[src/hdl/decodePkg.sv]
package decodePkg;

	//////////////////////////////
	// widths fixed by the ISA
	//////////////////////////////
	localparam int instrWidth = 32;
	localparam int immWidth = 64;

	typedef logic [0:4] regIdx_t;

	// primary opcode, instruction bits 0 to 5
	typedef enum logic [0:5]
	{
		opAddi = 6'd14,
		opAddis = 6'd15,
		opOri = 6'd24,
		opAndiDot = 6'd28,
		opExt31 = 6'd31,
		opLwz = 6'd32,
		opStw = 6'd36,
		opLd = 6'd58,
		opStd = 6'd62
	} primaryOp_e;

	// extended opcode under opcode 31, bits 21 to 30
	typedef enum logic [0:9]
	{
		xoCmp = 10'd0,
		xoAnd = 10'd28,
		xoAdd = 10'd266,
		xoXor = 10'd316,
		xoOr = 10'd444
	} extOp_e;

	typedef enum logic [0:1]
	{
		fmtInvalid,
		fmtD,
		fmtDS,
		fmtX
	} format_e;

	//////////////////////////////
	// stage one results
	//////////////////////////////
	typedef struct packed
	{
		logic hit;
		regIdx_t reg1;
		regIdx_t reg2;
		logic [0:15] imm;
		logic immSigned;
		logic immShift16;
		logic reg2ValOrZero;
	} dResult_t;

	typedef struct packed
	{
		logic hit;
		regIdx_t reg1;
		regIdx_t reg2;
		logic [0:13] imm;
	} dsResult_t;

	typedef struct packed
	{
		logic hit;
		regIdx_t reg1;
		regIdx_t reg2;
		regIdx_t reg3;
		extOp_e extOp;
		logic rc;
	} xResult_t;

	// record handed to the next stage, address travels beside it
	typedef struct packed
	{
		logic valid;
		format_e format;
		primaryOp_e opcode;
		extOp_e xOpcode;
		logic xOpcodeValid;
		regIdx_t reg1;
		logic reg1En;
		regIdx_t reg2;
		logic reg2En;
		regIdx_t reg3;
		logic reg3En;
		logic [0:immWidth-1] imm;
		logic immValid;
		logic reg2ValOrZero;
		logic bit1;
	} decodedInstr_t;

endpackage

[src/hdl/dFormatDecoder.sv]
`timescale 1ns/10ps

module dFormatDecoder
(
	input logic clock_i,
	input logic arstN_i,
	input logic enable_i,
	input logic [0:decodePkg::instrWidth-1] instruction_i,
	output decodePkg::dResult_t result_o
);
	import decodePkg::*;

	primaryOp_e opcode;
	dResult_t nextResult;
	dResult_t payloadQ;
	logic hitQ;

	assign opcode = primaryOp_e'(instruction_i[0:5]);

	// flags per opcode
	always_comb
	begin
		nextResult = '0;
		nextResult.reg1 = instruction_i[6:10];
		nextResult.reg2 = instruction_i[11:15];
		nextResult.imm = instruction_i[16:31];
		case (opcode)
			opAddi, opLwz, opStw:
			begin
				nextResult.hit = 1'b1;
				nextResult.immSigned = 1'b1;
				nextResult.reg2ValOrZero = 1'b1;
			end
			opAddis:
			begin
				nextResult.hit = 1'b1;
				nextResult.immSigned = 1'b1;
				nextResult.immShift16 = 1'b1;
				nextResult.reg2ValOrZero = 1'b1;
			end
			opOri, opAndiDot:
			begin
				// logical ops write RA, so the fields swap
				nextResult.hit = 1'b1;
				nextResult.reg1 = instruction_i[11:15];
				nextResult.reg2 = instruction_i[6:10];
			end
			default:
			begin
				nextResult.hit = 1'b0;
			end
		endcase
	end

	always_ff @(posedge clock_i or negedge arstN_i)
	begin
		if (!arstN_i)
			hitQ <= 1'b0;
		else if (enable_i)
			hitQ <= nextResult.hit;
	end

	always_ff @(posedge clock_i)
	begin
		if (enable_i)
			payloadQ <= nextResult;
	end

	always_comb
	begin
		result_o = payloadQ;
		result_o.hit = hitQ;
	end

endmodule

[src/hdl/decodeMerge.sv]
`timescale 1ns/10ps

module decodeMerge #(
	parameter int addressSize = 64
)
(
	input logic clock_i,
	input logic arstN_i,
	input logic enable_i,
	input decodePkg::primaryOp_e opcode_i,
	input logic [0:addressSize-1] address_i,
	input decodePkg::dResult_t dResult_i,
	input decodePkg::dsResult_t dsResult_i,
	input decodePkg::xResult_t xResult_i,
	output decodePkg::decodedInstr_t decoded_o,
	output logic [0:addressSize-1] instructionAddress_o
);
	import decodePkg::*;

	logic [0:immWidth-1] dImmExt;
	logic [0:immWidth-1] dsImmExt;
	decodedInstr_t nextRecord;
	decodedInstr_t recordQ;
	logic [0:addressSize-1] addressQ;
	logic validQ;

	//////////////////////////////
	// implicit immediate ops
	//////////////////////////////
	always_comb
	begin
		if (dResult_i.immShift16)
			dImmExt = {{(immWidth-32){dResult_i.imm[0]}}, dResult_i.imm, 16'h0000};
		else if (dResult_i.immSigned)
			dImmExt = {{(immWidth-16){dResult_i.imm[0]}}, dResult_i.imm};
		else
			dImmExt = {{(immWidth-16){1'b0}}, dResult_i.imm};
	end

	// two zero bits appended, then sign extended
	assign dsImmExt = {{(immWidth-16){dsResult_i.imm[0]}}, dsResult_i.imm, 2'b00};

	//////////////////////////////
	// format select
	//////////////////////////////
	always_comb
	begin
		nextRecord = '0;
		nextRecord.valid = 1'b1;
		nextRecord.opcode = opcode_i;
		nextRecord.format = fmtInvalid;
		if (dResult_i.hit)
		begin
			nextRecord.format = fmtD;
			nextRecord.reg1 = dResult_i.reg1;
			nextRecord.reg1En = 1'b1;
			nextRecord.reg2 = dResult_i.reg2;
			nextRecord.reg2En = 1'b1;
			nextRecord.imm = dImmExt;
			nextRecord.immValid = 1'b1;
			nextRecord.reg2ValOrZero = dResult_i.reg2ValOrZero;
			nextRecord.bit1 = (opcode_i == opAndiDot);
		end
		else if (dsResult_i.hit)
		begin
			nextRecord.format = fmtDS;
			nextRecord.reg1 = dsResult_i.reg1;
			nextRecord.reg1En = 1'b1;
			nextRecord.reg2 = dsResult_i.reg2;
			nextRecord.reg2En = 1'b1;
			nextRecord.imm = dsImmExt;
			nextRecord.immValid = 1'b1;
			nextRecord.reg2ValOrZero = 1'b1;
		end
		else if (xResult_i.hit)
		begin
			nextRecord.format = fmtX;
			nextRecord.xOpcode = xResult_i.extOp;
			nextRecord.xOpcodeValid = 1'b1;
			nextRecord.reg1 = xResult_i.reg1;
			nextRecord.reg1En = 1'b1;
			nextRecord.reg2 = xResult_i.reg2;
			nextRecord.reg2En = 1'b1;
			nextRecord.reg3 = xResult_i.reg3;
			nextRecord.reg3En = 1'b1;
			nextRecord.bit1 = xResult_i.rc;
		end
	end

	always_ff @(posedge clock_i or negedge arstN_i)
	begin
		if (!arstN_i)
			validQ <= 1'b0;
		else
			validQ <= enable_i;
	end

	always_ff @(posedge clock_i)
	begin
		if (enable_i)
		begin
			recordQ <= nextRecord;
			addressQ <= address_i;
		end
	end

	always_comb
	begin
		decoded_o = recordQ;
		decoded_o.valid = validQ;
	end

	assign instructionAddress_o = addressQ;

	// stage one decoders must never both claim a word
	singleClaim: assert property (@(posedge clock_i) disable iff (!arstN_i)
		enable_i |-> $onehot0({dResult_i.hit, dsResult_i.hit, xResult_i.hit}));

endmodule

[src/hdl/decodeUnit.sv]
`timescale 1ns/10ps

module decodeUnit #(
	parameter int addressSize = 64
)
(
	input logic clock_i,
	input logic arstN_i,
	input logic enable_i,
	input logic [0:decodePkg::instrWidth-1] instruction_i,
	input logic [0:addressSize-1] instructionAddress_i,
	output decodePkg::decodedInstr_t decoded_o,
	output logic [0:addressSize-1] instructionAddress_o
);
	import decodePkg::*;

	dResult_t dResult;
	dsResult_t dsResult;
	xResult_t xResult;
	primaryOp_e opcodeBypass;
	logic [0:addressSize-1] addressBypass;
	logic enableQ;

	//////////////////////////////
	// stage one
	//////////////////////////////
	dFormatDecoder dDecoder0 (
		.clock_i(clock_i),
		.arstN_i(arstN_i),
		.enable_i(enable_i),
		.instruction_i(instruction_i),
		.result_o(dResult)
	);

	dsFormatDecoder dsDecoder0 (
		.clock_i(clock_i),
		.arstN_i(arstN_i),
		.enable_i(enable_i),
		.instruction_i(instruction_i),
		.result_o(dsResult)
	);

	xFormatDecoder xDecoder0 (
		.clock_i(clock_i),
		.arstN_i(arstN_i),
		.enable_i(enable_i),
		.instruction_i(instruction_i),
		.result_o(xResult)
	);

	// opcode and address ride beside the decoders
	always_ff @(posedge clock_i)
	begin
		if (enable_i)
		begin
			opcodeBypass <= primaryOp_e'(instruction_i[0:5]);
			addressBypass <= instructionAddress_i;
		end
	end

	always_ff @(posedge clock_i or negedge arstN_i)
	begin
		if (!arstN_i)
			enableQ <= 1'b0;
		else
			enableQ <= enable_i;
	end

	//////////////////////////////
	// stage two
	//////////////////////////////
	decodeMerge #(.addressSize(addressSize)) merge0 (
		.clock_i(clock_i),
		.arstN_i(arstN_i),
		.enable_i(enableQ),
		.opcode_i(opcodeBypass),
		.address_i(addressBypass),
		.dResult_i(dResult),
		.dsResult_i(dsResult),
		.xResult_i(xResult),
		.decoded_o(decoded_o),
		.instructionAddress_o(instructionAddress_o)
	);

	// fixed two cycle latency, address kept with its word
	twoCycleLatency: assert property (@(posedge clock_i) disable iff (!arstN_i)
		enable_i |-> ##2 (decoded_o.valid
			&& (instructionAddress_o == $past(instructionAddress_i, 2))));

endmodule

[src/hdl/dsFormatDecoder.sv]
`timescale 1ns/10ps

module dsFormatDecoder
(
	input logic clock_i,
	input logic arstN_i,
	input logic enable_i,
	input logic [0:decodePkg::instrWidth-1] instruction_i,
	output decodePkg::dsResult_t result_o
);
	import decodePkg::*;

	primaryOp_e opcode;
	logic [0:1] subOp;
	dsResult_t nextResult;
	dsResult_t payloadQ;
	logic hitQ;

	assign opcode = primaryOp_e'(instruction_i[0:5]);
	assign subOp = instruction_i[30:31];

	// only sub-opcode 0 of ld and std is known here
	always_comb
	begin
		nextResult.hit = ((opcode == opLd) || (opcode == opStd)) && (subOp == 2'b00);
		nextResult.reg1 = instruction_i[6:10];
		nextResult.reg2 = instruction_i[11:15];
		nextResult.imm = instruction_i[16:29];
	end

	always_ff @(posedge clock_i or negedge arstN_i)
	begin
		if (!arstN_i)
			hitQ <= 1'b0;
		else if (enable_i)
			hitQ <= nextResult.hit;
	end

	always_ff @(posedge clock_i)
	begin
		if (enable_i)
			payloadQ <= nextResult;
	end

	always_comb
	begin
		result_o = payloadQ;
		result_o.hit = hitQ;
	end

endmodule

[src/hdl/xFormatDecoder.sv]
`timescale 1ns/10ps

module xFormatDecoder
(
	input logic clock_i,
	input logic arstN_i,
	input logic enable_i,
	input logic [0:decodePkg::instrWidth-1] instruction_i,
	output decodePkg::xResult_t result_o
);
	import decodePkg::*;

	primaryOp_e opcode;
	extOp_e extOp;
	xResult_t nextResult;
	xResult_t payloadQ;
	logic hitQ;

	assign opcode = primaryOp_e'(instruction_i[0:5]);
	assign extOp = extOp_e'(instruction_i[21:30]);

	always_comb
	begin
		nextResult = '0;
		nextResult.reg1 = instruction_i[6:10];
		nextResult.reg2 = instruction_i[11:15];
		nextResult.reg3 = instruction_i[16:20];
		nextResult.extOp = extOp;
		nextResult.rc = instruction_i[31];
		if (opcode == opExt31)
		begin
			case (extOp)
				xoAdd:
					nextResult.hit = 1'b1;
				xoAnd, xoOr, xoXor:
				begin
					// destination is RA for logic ops
					nextResult.hit = 1'b1;
					nextResult.reg1 = instruction_i[11:15];
					nextResult.reg2 = instruction_i[6:10];
				end
				xoCmp:
				begin
					// BF sits in bits 6 to 8
					nextResult.hit = 1'b1;
					nextResult.reg1 = {2'b00, instruction_i[6:8]};
				end
				default:
					nextResult.hit = 1'b0;
			endcase
		end
	end

	always_ff @(posedge clock_i or negedge arstN_i)
	begin
		if (!arstN_i)
			hitQ <= 1'b0;
		else if (enable_i)
			hitQ <= nextResult.hit;
	end

	always_ff @(posedge clock_i)
	begin
		if (enable_i)
			payloadQ <= nextResult;
	end

	always_comb
	begin
		result_o = payloadQ;
		result_o.hit = hitQ;
	end

	// a claimed word must carry a known extended opcode downstream
	knownExtOp: assert property (@(posedge clock_i) disable iff (!arstN_i)
		result_o.hit |-> (result_o.extOp inside {xoCmp, xoAnd, xoXor, xoOr, xoAdd}));

endmodule

[config.mk]
export PLATFORM = sky130hd
export DESIGN_NAME = decodeUnit
export DESIGN_NICKNAME = d
export VERILOG_FILES = /design/src/hdl/decodePkg.sv /design/src/hdl/dFormatDecoder.sv /design/src/hdl/decodeMerge.sv /design/src/hdl/decodeUnit.sv /design/src/hdl/dsFormatDecoder.sv /design/src/hdl/xFormatDecoder.sv
export SDC_FILE = /design/constraint.sdc
export NUM_CORES = 1
export LEC_CHECK = 0
export ABC_AREA = 1
export BUFFER_PORTS_ARGS = -buffer_cell sky130_fd_sc_hd__buf_2
export CELL_PAD_IN_SITES_DETAIL_PLACEMENT = 1
export CELL_PAD_IN_SITES_GLOBAL_PLACEMENT = 1
export CORE_ASPECT_RATIO = 1.1
export CORE_UTILIZATION = 39
export CTS_BUF_LIST = sky130_fd_sc_hd__clkbuf_8
export DETAILED_ROUTE_END_ITERATION = 8
export PLACE_DENSITY = 0.81
export SYNTH_ARGS = -nofsm -noshare
export SYNTH_HDL_FRONTEND = slang
export SYNTH_SLANG_ARGS = --single-unit
[constraint.sdc]
create_clock -name clock_i -period 3.7 [get_ports clock_i]
set_input_delay 0.185 -clock clock_i [delete_from_list [all_inputs] [get_ports clock_i]]
set_output_delay 0.185 -clock clock_i [all_outputs]
set_load 0.05 [all_outputs]
; After elaboration in Yosys (flattened, before gate mapping)
; Cells that the tools add are included.
[op_classes]
reduce_logical = 11
n_eq_ne = 14
n_mux = 19
bitwise = 1
[op_table]
columns = cell, count
row1 = $mux 64, 2
row2 = $mux 67, 1
row3 = $mux 66, 1
row4 = $eq 10x9->1 const B, 3
row5 = $eq 6x5->1 const B, 4
row6 = $eq 6x6->1 const B, 4
row7 = $mux 12, 2
row8 = $mux 19, 1
row9 = $eq 6x4->1 const B, 2
row10 = $mux 11, 1
row11 = $eq 10x5->1 const B, 1
row12 = $logic_not 10->1, 1
row13 = $mux 10, 1
row14 = $pmux 5 s2, 1
row15 = $mux 1, 6
row16 = $reduce_or 3->1, 2
row17 = $reduce_or 6->1, 1
row18 = $mux 5, 1
row19 = $reduce_or 5->1, 1
row20 = $mux 2, 2
row21 = $reduce_or 2->1, 2
row22 = $reduce_or 4->1, 1
row23 = $logic_not 2->1, 1
row24 = $logic_and 1x1->1, 1
row25 = other kinds (2), 2
[totals]
inputBits = 99
regBits = 321
output_inout_bits = 169
wordCells = 80

; Longest topological paths before layout
; Gate-level depths: netlist of the first run.
[logic_depth]
ltp_word = 4
ltp_mapped = 8
ltp_nobuf = 8

; Cells and area by module
; Synthesis of the first run repeated with hierarchy kept, for this count alone.
[unflattened]
hier_cells = 686
area_unflattened_um2 = 10548.9
[by_module_without_submodules]
columns = module, seq_area_each_um2, cells_each, n_inst, area_per_inst_um2
row1 = decodeMerge, 4048.9, 391, 1, 5281.3
row2 = decodeUnit, 2127.0, 71, 1, 2127.0
row3 = xFormatDecoder, 805.8, 109, 1, 1197.4
row4 = dFormatDecoder, 865.8, 76, 1, 1141.1
row5 = dsFormatDecoder, 745.7, 39, 1, 802.0

; Worst setup path before layout of the first run
; Ideal clock, no wire load.
[synth_path]
path_kind = register to register
from = reg enableQ
to = reg merge0.recordQ (netlist bit merge0.decoded_o[0]), enable pin
required_time_ns = 3.206
slack_ns = 0.187
arrival_ns = 3.019
path_stages_with_launch = 1
synth_period_minus_slack_ns = 3.513
setup_ns = 0.494
path_buffers = 0
cell_sequence = dfrtp_1
[synth_rtl]
columns = item, line_no
row1 = start: declaration, decodeUnit.sv:22  ; logic enableQ;
row2 = start signal: assignment, decodeUnit.sv:66  ; enableQ <= enable_i;
row3 = end signal: assignment, decodeMerge.sv:102  ; recordQ <= nextRecord;
row4 = end: declaration, decodeMerge.sv:23  ; decodedInstr_t recordQ;
; No word-level cell between the ends.

==> results.yml, run 1 <==
route:
  highest_layer: "met4"
  dr.first_iter.drc_count: 290
  drt_wl_total_mm: 23.9
  wl_met1_mm: 8.65
  route.detailed.drc: 0
  ant_nets: 0
  routed_via_density: 4.65
  wl_per_cell_microns: 18.9
  vias: 5888
  firstDrtPassIters: 4
  dr_wl_met3_mm: 1.62
  wl_met2_mm: 13.1
timing:
  hold_violations: 0
  fin_worst_skew_ns: 0.0265
  drv_slew: 0
  hold_ws_ns: 0.265
  relSlewSlack_pct: 37.8
  finalSetupViolations: 0
  finalCritPeriodShare_pct: 55.4
  rsz0062_at_grt: "no"
  setup_tns_ns: 0
  max_freq_ghz: 0.488
  worst-slew-pin-transition_ns: 0.933
  period_needed_ns: 2.05
worst_setup_path:
  arrival_ns: 2.27
  critPathLaunchType: "flip-flop"
  critPathBufInv: 1
  max_stage_delay_ns: 0.82
  worstPathMaxFanout: 17
  cp_cell_sequence: "nor2_1 -> buf_4 -> nand2_1 -> o21ai_0"
  crit_slowest_cell: "dfrtp_1"
  path_class: "reg2reg"
  end_kind: "flip-flop"
  cp.required_ns: 3.92
  critical_path.top_delay_family: "flip-flops"
floorplanning:
  io_pins: 268
  die_w_microns: 149
  row_count: 58
  die_h_microns: 164
  die-area_sq_mm: 0.0244
  start_util_pct: 40.1
  core-area_sq_mm: 0.0231
layout:
  fin_util_pct: 53.7
  final_common_cell: "buf_2"
  final_cell_count_no_fill: 1267
  synthToLayoutAreaGrowth_pct: 33.8
  final_cell_mix: "266 x buf_2, 252 x edfxtp_1, 98 x dlygate4sd3_1, 74 x nand2_1, 49 x nor2_1"
  drive_gt1_share_pct: 36.9
  finish.net_count: 1037
status:
  status: "completed"
clocking:
  cts_made_buffers: 41
  cts_setup_buffers: 0
  h-tree-depth: 2
  path_clk_slew_ns: 0.06
  ctsHoldBuffers: 98
  worstSkewPairLatency_ns: 0.53
  cts_root_buffer: "clkbuf_8"
  post_cts_resized: 0
  cts_tree: "built"
  cts_sinks: 257
  cts_buffer_depth: 3
power_and_ir_drop:
  power_density_mw_per_mm2: 546
  leakagePower_uw: 0.00518
  internal_power_uw: 4860
  finalPower_uw: 6790
  ir_drop_v: 0.000186
  power_frac_comb_pct: 14.3
  switching_power_uw: 1930
  seqPwrFrac_pct: 52.5
  power_frac_clock_pct: 33.2
  switching_share_pct: 28.5
yosys:
  seq_area_frac_synth_pct: 82.8
  synthTopCellsByArea: "edfxtp_1 81%, nand2_1 3.0%, buf_4 2.9%"
  synth.top_cell.area_share_pct: 81.5
  yosysTopAreaCell: "edfxtp_1"
  synth_seq_cells: 257
  syn_inst: 574
  netlist_area_sq_mm: 0.00929
  ys_types: 29
  avgSynthCellArea_sq_um: 16.2
  ys_warn_count: 0
  synth_nets: 673
min_path:
  hp-class: "in2reg"
grt:
  grt_usage_pct: 19.6
  grt_pass1_vias: 6286
  grt_antenna_before_repair: 1
  grt_pass1_wl_mm: 35.3
  grt_overflow: 0
  grt_start_max_net_pins: 72
flow_run:
  drv_cap: 0
placement:
  globalplace.congestion: 0.794
  detailed_place_hpwl_mm: 15.2
  place_inst: 1097
  io_buffers: 267
## logic make-up after synthesis
group	after synthesis	synth area share [%]
AO/OA/AOI/OAI	50	2.83
buffers and inverters	88	5.41
flip-flops	257	82.8
AND/OR/NAND/NOR	179	8.96
## flip-flops by register name, indices dropped and copies added (netlist names)
name / flops
merge0.decoded_o: 70
enableQ: 1
dDecoder0.result_o: 28
addressBypass: 64
xDecoder0.hitQ: 1
dDecoder0.hitQ: 1
dsDecoder0.result_o: 10
dsDecoder0.hitQ: 1
opcodeBypass: 6
xDecoder0.result_o: 10
merge0.validQ: 1
merge0.instructionAddress_o: 64
## final cells by class
cell class / instances / area, sq um
Fill cell: 2386 / 10700
Sequential cell: 257 / 7700
Timing Repair Buffer: 369 / 2360
Multi-Input combinational cell: 229 / 1090
Clock buffer: 44 / 606
Tap cell: 300 / 375
Inverter: 40 / 153
Clock inverter: 27 / 139
Antenna cell: 1 / 2.50
## power groups by stage
stage          Clock [uW]  Sequential [uW]  Combinational, uW
5_1_grt              2420             3590               1020
4_1_cts              2300             3560                973
3_5_place_dp            0             3620                889
3_3_place_gp            0             3600                872
6_report             2250             3560                971
2_1_floorplan           0             4010                249
## layer usage
layer  up-vias  track usage, %
met1      2875            20.8
met4         0            6.73
met3        43            4.36
met5         -               0
met2       229            37.5
li1       2741               -
## metrics by stage
| stage | setup WS (ns) | cell area (sq um) |
|---|---|---|
| final | 1.65 | 12400 |
| after global routing | 1.55 | 12400 |
| after CTS | 1.67 | 12400 |
| after detailed placement | 1.70 | 10700 |
| after global placement | 1.81 | 10700 |
| after floorplan | 0.187 | 9290 |
## final timing paths
kind                       slack [ns]         startpoint  depth (start not counted)                              end
setup / recovery                 1.65     dDecoder0.hitQ                          4             merge0.decoded_o[24]
hold / removal                   0.27           enable_i                          1                          enableQ
setup reg to reg                 1.65     dDecoder0.hitQ                          4             merge0.decoded_o[24]
hold reg to reg                  0.42  addressBypass[45]                          0  merge0.instructionAddress_o[45]
max in group asynchronous        2.89            arstN_i                          3                          enableQ
min in group asynchronous        0.57            arstN_i                          3                   dDecoder0.hitQ
## Yosys cell counts
master and count:
nand2_1 74, o22ai_1 1, inv_2 2, nand3_1 17, buf_2 4, inv_1 37
or2_2 1, o21ai_1 5, o21ai_2 1, dfrtp_1 5, o21ai_0 17, buf_6 4
a21oi_1 24, clkbuf_1 4, nor3_1 7, nand4_1 5, nor2_2 13, a21oi_2 2
inv_4 1, nand3_4 1, nand4_2 1, nor2_4 4, edfxtp_1 252, nand2_2 4
nor4_1 1, nor3_4 1, buf_4 36, or2_4 1, nor2_1 49
Note: power is estimated with default switching activity, not from simulation.
==> run 2, diff against run 1 <==
--- a/config.mk
+++ b/config.mk
@@ -5,15 +5,15 @@
 export SDC_FILE = /design/constraint.sdc
 export NUM_CORES = 1
 export LEC_CHECK = 0
-export ABC_AREA = 1
+export ABC_AREA = 0
 export BUFFER_PORTS_ARGS = -buffer_cell sky130_fd_sc_hd__buf_2
 export CELL_PAD_IN_SITES_DETAIL_PLACEMENT = 1
 export CELL_PAD_IN_SITES_GLOBAL_PLACEMENT = 1
 export CORE_ASPECT_RATIO = 1.1
-export CORE_UTILIZATION = 39
+export CORE_UTILIZATION = 44
 export CTS_BUF_LIST = sky130_fd_sc_hd__clkbuf_8
 export DETAILED_ROUTE_END_ITERATION = 8
-export PLACE_DENSITY = 0.81
+export PLACE_DENSITY = 0.86
 export SYNTH_ARGS = -nofsm -noshare
 export SYNTH_HDL_FRONTEND = slang
 export SYNTH_SLANG_ARGS = --single-unit
==> constraint.sdc (replaced) <==
create_clock -name clock_i -period 2.1 [get_ports clock_i]
set_input_delay 0.105 -clock clock_i [delete_from_list [all_inputs] [get_ports clock_i]]
set_output_delay 0.105 -clock clock_i [all_outputs]
set_load 0.05 [all_outputs]
==> results.yml, run 2 <==
placement:
  globalplace.congestion: 0.793
  io_buffers: 267
  pre_cts_ws_ns: 0.372
  detailed_place_hpwl_mm: 16.0
route:
  drt_wl_total_mm: 24.5
  routed_via_density: 4.98
  firstDrtPassIters: 4
  ant_nets: 0
  wl_per_cell_microns: 21.5
  dr.first_iter.drc_count: 367
  vias: 5674
  route.detailed.drc: 0
layout:
  synthToLayoutAreaGrowth_pct: 35.0
  finish.net_count: 956
  final_common_cell: "buf_2"
  final_cell_mix: "266 x buf_2, 252 x edfxtp_1, 98 x dlygate4sd3_1, 45 x clkbuf_8, 32 x o21ai_0"
  largest_reg_flops: 70
  drive_gt1_share_pct: 40.0
yosys:
  netlist_area_sq_mm: 0.00916
  netlist_top_cells_count: "252 x edfxtp_1, 36 x buf_4, 32 x o21ai_0, 20 x nand2_1, 18 x a21oi_1"
  synth_edf_count: 252
  synth.top_cell.area_share_pct: 82.6
  async_reset_ff_share_pct: 1.95
  ys_types: 40
  ys_warn_count: 0
  syn_inst: 485
  synth_seq_cells: 257
  yosysMostFrequentCell: "edfxtp_1"
  synthFlopType: "edfxtp_1"
  synthTopCellsByArea: "edfxtp_1 83%, buf_4 3.0%, o21ai_0 1.7%"
  yosysTopAreaCell: "edfxtp_1"
  avgSynthCellArea_sq_um: 18.9
  synth_nets: 584
  seq_area_frac_synth_pct: 84.0
worst_setup_path:
  worstPathMaxFanout: 33
  critical_path.top_delay_family: "flip-flops"
  critPathLaunchType: "flip-flop"
  reg2reg_depth: 4
  cp_cell_sequence: "buf_2"
  crit_slowest_cell: "edfxtp_1"
  cp.required_ns: 2.00
  r2r_start: "dDecoder0.result_o[18]"
  r2r_end: "merge0.decoded_o[29]"
  max_stage_delay_ns: 0.85
  critPathBufInv: 1
  end_kind: "output pin"
  arrival_ns: 1.78
  reg2reg_setup_slack_ns: 0.30
  path_class: "reg2out"
floorplanning:
  core-area_sq_mm: 0.0201
  io_pins: 268
  start_util_pct: 45.5
  row_count: 54
  die_h_microns: 153
  die_w_microns: 140
  die-area_sq_mm: 0.0214
timing:
  setup_slack_ns: 0.215
  hold_violations: 0
  period_needed_ns: 1.89
  fin_worst_skew_ns: 0.0141
  relSlewSlack_pct: 32.6
  rsz0062_at_grt: "no"
  finalSetupViolations: 0
  hold_ws_ns: 0.109
  setup_tns_ns: 0
  max_freq_ghz: 0.530
  finalCritPeriodShare_pct: 89.8
  worst-slew-pin-transition_ns: 1.01
  drv_slew: 0
grt:
  grt_pass1_vias: 6149
  grt_start_max_net_pins: 99
  grt_antenna_before_repair: 2
  grt_pass1_wl_mm: 36.9
  grt_overflow: 0
  grt_usage_pct: 23.3
min_path:
  min-delay-start: "enable_i"
  hold_end: "addressBypass[55]"
  hold_depth: 1
  hp-class: "in2reg"
power_and_ir_drop:
  finalPower_uw: 11800
  power_density_mw_per_mm2: 952
  leakagePower_uw: 0.00505
  ir_drop_v: 0.000395
clocking:
  cts_root_buffer: "clkbuf_8"
  cts_buffer_depth: 3
  cts_setup_buffers: 0
  path_clk_slew_ns: 0.06
  cts_made_buffers: 42
  worstSkewPairLatency_ns: 0.53
  post_cts_resized: 0
  h-tree-depth: 2
  cts_sinks: 257
  cts_tree: "built"
flow_run:
  drv_cap: 0
status:
  status: "completed"
run 2: cell count changes in the layout (fill, tap and decap cells not counted), moves of 8 or more:
cell     change
o21ai_0     +15
and2_1      +16
inv_1       -30
a22oi_1     +12
nor2_1      -38
nand2_1     -54
nand3_1     -14
buf_4        +8
and3_1      +16
nor2_2      -13
mux2_2       +8
run 2: power breakdown:
part	switching [uW]	total [uW]	internal, uW	leakage (uW)
Clock	1890	3970	2090	0.000435
Sequential	146	6220	6070	0.00256
Combinational	1180	1580	402	0.00205
Total	3210	11800	8560	0.00505
run 2: final cells by class:
class / count / area [sq um]
fillers: 1932 / 7770
clock inverters: 27 / 134
repair buffers: 379 / 2460
diodes: 2 / 5.00
clock buffers: 45 / 619
multi-input cells: 171 / 1110
flip-flops and latches: 257 / 7700
inverters: 6 / 22.5
well taps: 252 / 315
run 2: per-layer routing:
metal	wire length [microns]	track usage (%)
met5	0	0
met4	453	7.17
met3	1770	6.14
met2	13600	44.8
met1	8660	24.7
run 2: cell families after synthesis:
| kind of cell | after synthesis | share of synthesized area, % |
|---|---|---|
| flip-flops | 257 | 84.0 |
| AO/OA/AOI/OAI | 76 | 4.96 |
| AND/OR/NAND/NOR | 82 | 5.31 |
| buffers and inverters | 57 | 3.92 |
| multiplexers | 13 | 1.80 |
run 2: worst max-delay path by stage:
stage | from | end | slack, ns | depth (start not counted)
after floorplan | enableQ | merge0.decoded_o[0] | 0.44 | 0
after global placement | instruction_i[25] | xDecoder0.result_o[20] | 0.49 | 5
after detailed placement | dDecoder0.result_o[18] | merge0.decoded_o[22] | 0.37 | 4
after CTS | merge0.decoded_o[65] | decoded_o[37] | 0.17 | 1
after global routing | merge0.decoded_o[65] | decoded_o[49] | 0.07 | 1
final | merge0.decoded_o[65] | decoded_o[49] | 0.21 | 1
run 2: timing repair:
action	4_1_cts	5_1_grt
hold endpoints to repair	121	0
hold buffers	98	0
endpoints found under the setup margin	0	0
run 2: through the flow:
stage          util [%]  cell area, sq um  std cells
2_1_floorplan         -              9160        485
3_3_place_gp       52.8             10600        967
3_5_place_dp       52.8             10600        967
4_1_cts            61.4             12400       1137
5_1_grt            61.4             12400       1139
6_report           61.4             12400       1139
==> run 3, diff against run 2 <==
--- a/config.mk
+++ b/config.mk
@@ -10,10 +10,10 @@
 export CELL_PAD_IN_SITES_DETAIL_PLACEMENT = 1
 export CELL_PAD_IN_SITES_GLOBAL_PLACEMENT = 1
 export CORE_ASPECT_RATIO = 1.1
-export CORE_UTILIZATION = 44
+export CORE_UTILIZATION = 40
 export CTS_BUF_LIST = sky130_fd_sc_hd__clkbuf_8
 export DETAILED_ROUTE_END_ITERATION = 8
-export PLACE_DENSITY = 0.86
+export PLACE_DENSITY = 0.79
 export SYNTH_ARGS = -nofsm -noshare
 export SYNTH_HDL_FRONTEND = slang
 export SYNTH_SLANG_ARGS = --single-unit
==> results.yml, run 3 (synthesis results as in run 2) <==
grt:
  grt_overflow: 0
  grt_pass1_wl_mm: 34.9
  grt_start_max_net_pins: 94
  grt_pass1_vias: 6249
  grt_antenna_before_repair: 1
  grt_usage_pct: 19.7
timing:
  period_needed_ns: 1.90
  finalCritPeriodShare_pct: 90.6
  fin_worst_skew_ns: 0.0160
  drv_slew: 0
  worst-slew-pin-transition_ns: 0.996
  relSlewSlack_pct: 33.3
  hold_violations: 0
  max_freq_ghz: 0.525
  setup_tns_ns: 0
  finalSetupViolations: 0
  setup_slack_ns: 0.197
  rsz0062_at_grt: "no"
worst_setup_path:
  cp.required_ns: 2.00
  max_stage_delay_ns: 0.87
  end_kind: "output pin"
  critical_path.top_delay_family: "flip-flops"
  worstPathMaxFanout: 33
  r2r_end: "merge0.decoded_o[32]"
  reg2reg_depth: 3
  startpoint: "merge0.decoded_o[65]"
  reg2reg_setup_slack_ns: 0.24
  path_class: "reg2out"
  cp.depth: 1
  cp_cell_sequence: "buf_2"
  arrival_ns: 1.80
  r2r_start: "dDecoder0.result_o[1]"
  endpoint: "decoded_o[34]"
  critPathBufInv: 1
  crit_slowest_cell: "edfxtp_1"
  critPathLaunchType: "flip-flop"
min_path:
  hold_depth: 2
  hp-class: "in2reg"
route:
  firstDrtPassIters: 4
  drt_wl_total_mm: 23.0
  dr.first_iter.drc_count: 308
  routed_via_density: 4.81
  ant_nets: 0
  wl_per_cell_microns: 19.5
  vias: 5681
  route.detailed.drc: 0
layout:
  nFillCells: 2219
  drive_gt1_share_pct: 39.7
  final_common_cell: "buf_2"
  largest_reg_flops: 70
  final_cell_mix: "266 x buf_2, 252 x edfxtp_1, 99 x dlygate4sd3_1, 44 x clkbuf_8, 32 x o21ai_0"
  synthToLayoutAreaGrowth_pct: 35.3
  finish.net_count: 958
clocking:
  worstSkewPairLatency_ns: 0.53
  cts_buffer_depth: 3
  cts_root_buffer: "clkbuf_8"
  cts_tree: "built"
  cts_made_buffers: 43
  post_cts_resized: 0
  cts_sinks: 257
  h-tree-depth: 2
  path_clk_slew_ns: 0.05
floorplanning:
  die_w_microns: 146
  core-area_sq_mm: 0.0223
  die-area_sq_mm: 0.0235
  start_util_pct: 41.2
  io_pins: 268
  row_count: 57
  die_h_microns: 161
placement:
  globalplace.congestion: 0.756
  pre_cts_ws_ns: 0.291
  io_buffers: 267
  detailed_place_hpwl_mm: 14.7
status:
  status: "completed"
power_and_ir_drop:
  leakagePower_uw: 0.00505
  power_density_mw_per_mm2: 933
  ir_drop_v: 0.000563
flow_run:
  drv_cap: 0
==> run 3: cell types whose count changed in the layout (fill, tap and decap cells not counted), sizes merged <==
cell / before / now
clkinvlp: 0 / 1
bufinv: 1 / 0
clkbuf: 45 / 44
diode: 2 / 1
dlygate4sd3: 98 / 99
clkinv: 14 / 7
inv: 18 / 24
==> run 3: layout make-up <==
type	instances	area (sq um)	share of cell area, %
flip-flops and latches	257	7700	62.1
diodes	1	2.50	0.0202
multi-input cells	171	1110	8.93
repair buffers	380	2480	20.0
well taps	295	369	2.98
inverters	6	22.5	0.182
clock inverters	26	109	0.879
clock buffers	44	606	4.89
==> run 3: power by group <==
group	switching, uW	total (uW)	internal [uW]
sequential	140	6210	6070
combinational	1170	1570	405
clock	1850	3780	1920
==> run 3: repair_timing <==
| action | 4_1_cts | 5_1_grt |
|---|---|---|
| endpoints found under the hold margin | 122 | 0 |
| hold buffers | 99 | 0 |
| setup endpoints to repair | 0 | 0 |
| buffers inserted | 0 | 0 |
==> run 3: worst min path at each step <==
stage / endpoint / slack, ns / start
6_report: addressBypass[1] / 0.29 / instructionAddress_i[1]
5_1_grt: addressBypass[34] / 0.27 / instructionAddress_i[34]
4_1_cts: addressBypass[47] / 0.25 / instructionAddress_i[47]
3_5_place_dp: merge0.validQ / -0.05 / arstN_i
3_3_place_gp: merge0.validQ / -0.05 / arstN_i
2_1_floorplan: dDecoder0.hitQ / -0.19 / arstN_i
==> run 3: layer usage <==
metal	vias up	track usage [%]	wire length (microns)
li1	2590	-	-
met1	2808	21.3	8540
met2	231	37.2	12500
met3	52	4.69	1280
met4	0	7.05	646
met5	-	0	0
==> run 3: stage by stage <==
stage	utilization, %	power (uW)	hold WS, ns	cell area (sq um)	std cells
floorplan	-	7270	-0.191	9160	485
global placement	48.0	7680	-0.0493	10700	1010
detailed placement	48.0	7740	-0.0517	10700	1010
CTS	55.7	11700	0.248	12400	1179
global route	55.7	12000	0.273	12400	1180
finish	55.7	11600	0.294	12400	1180
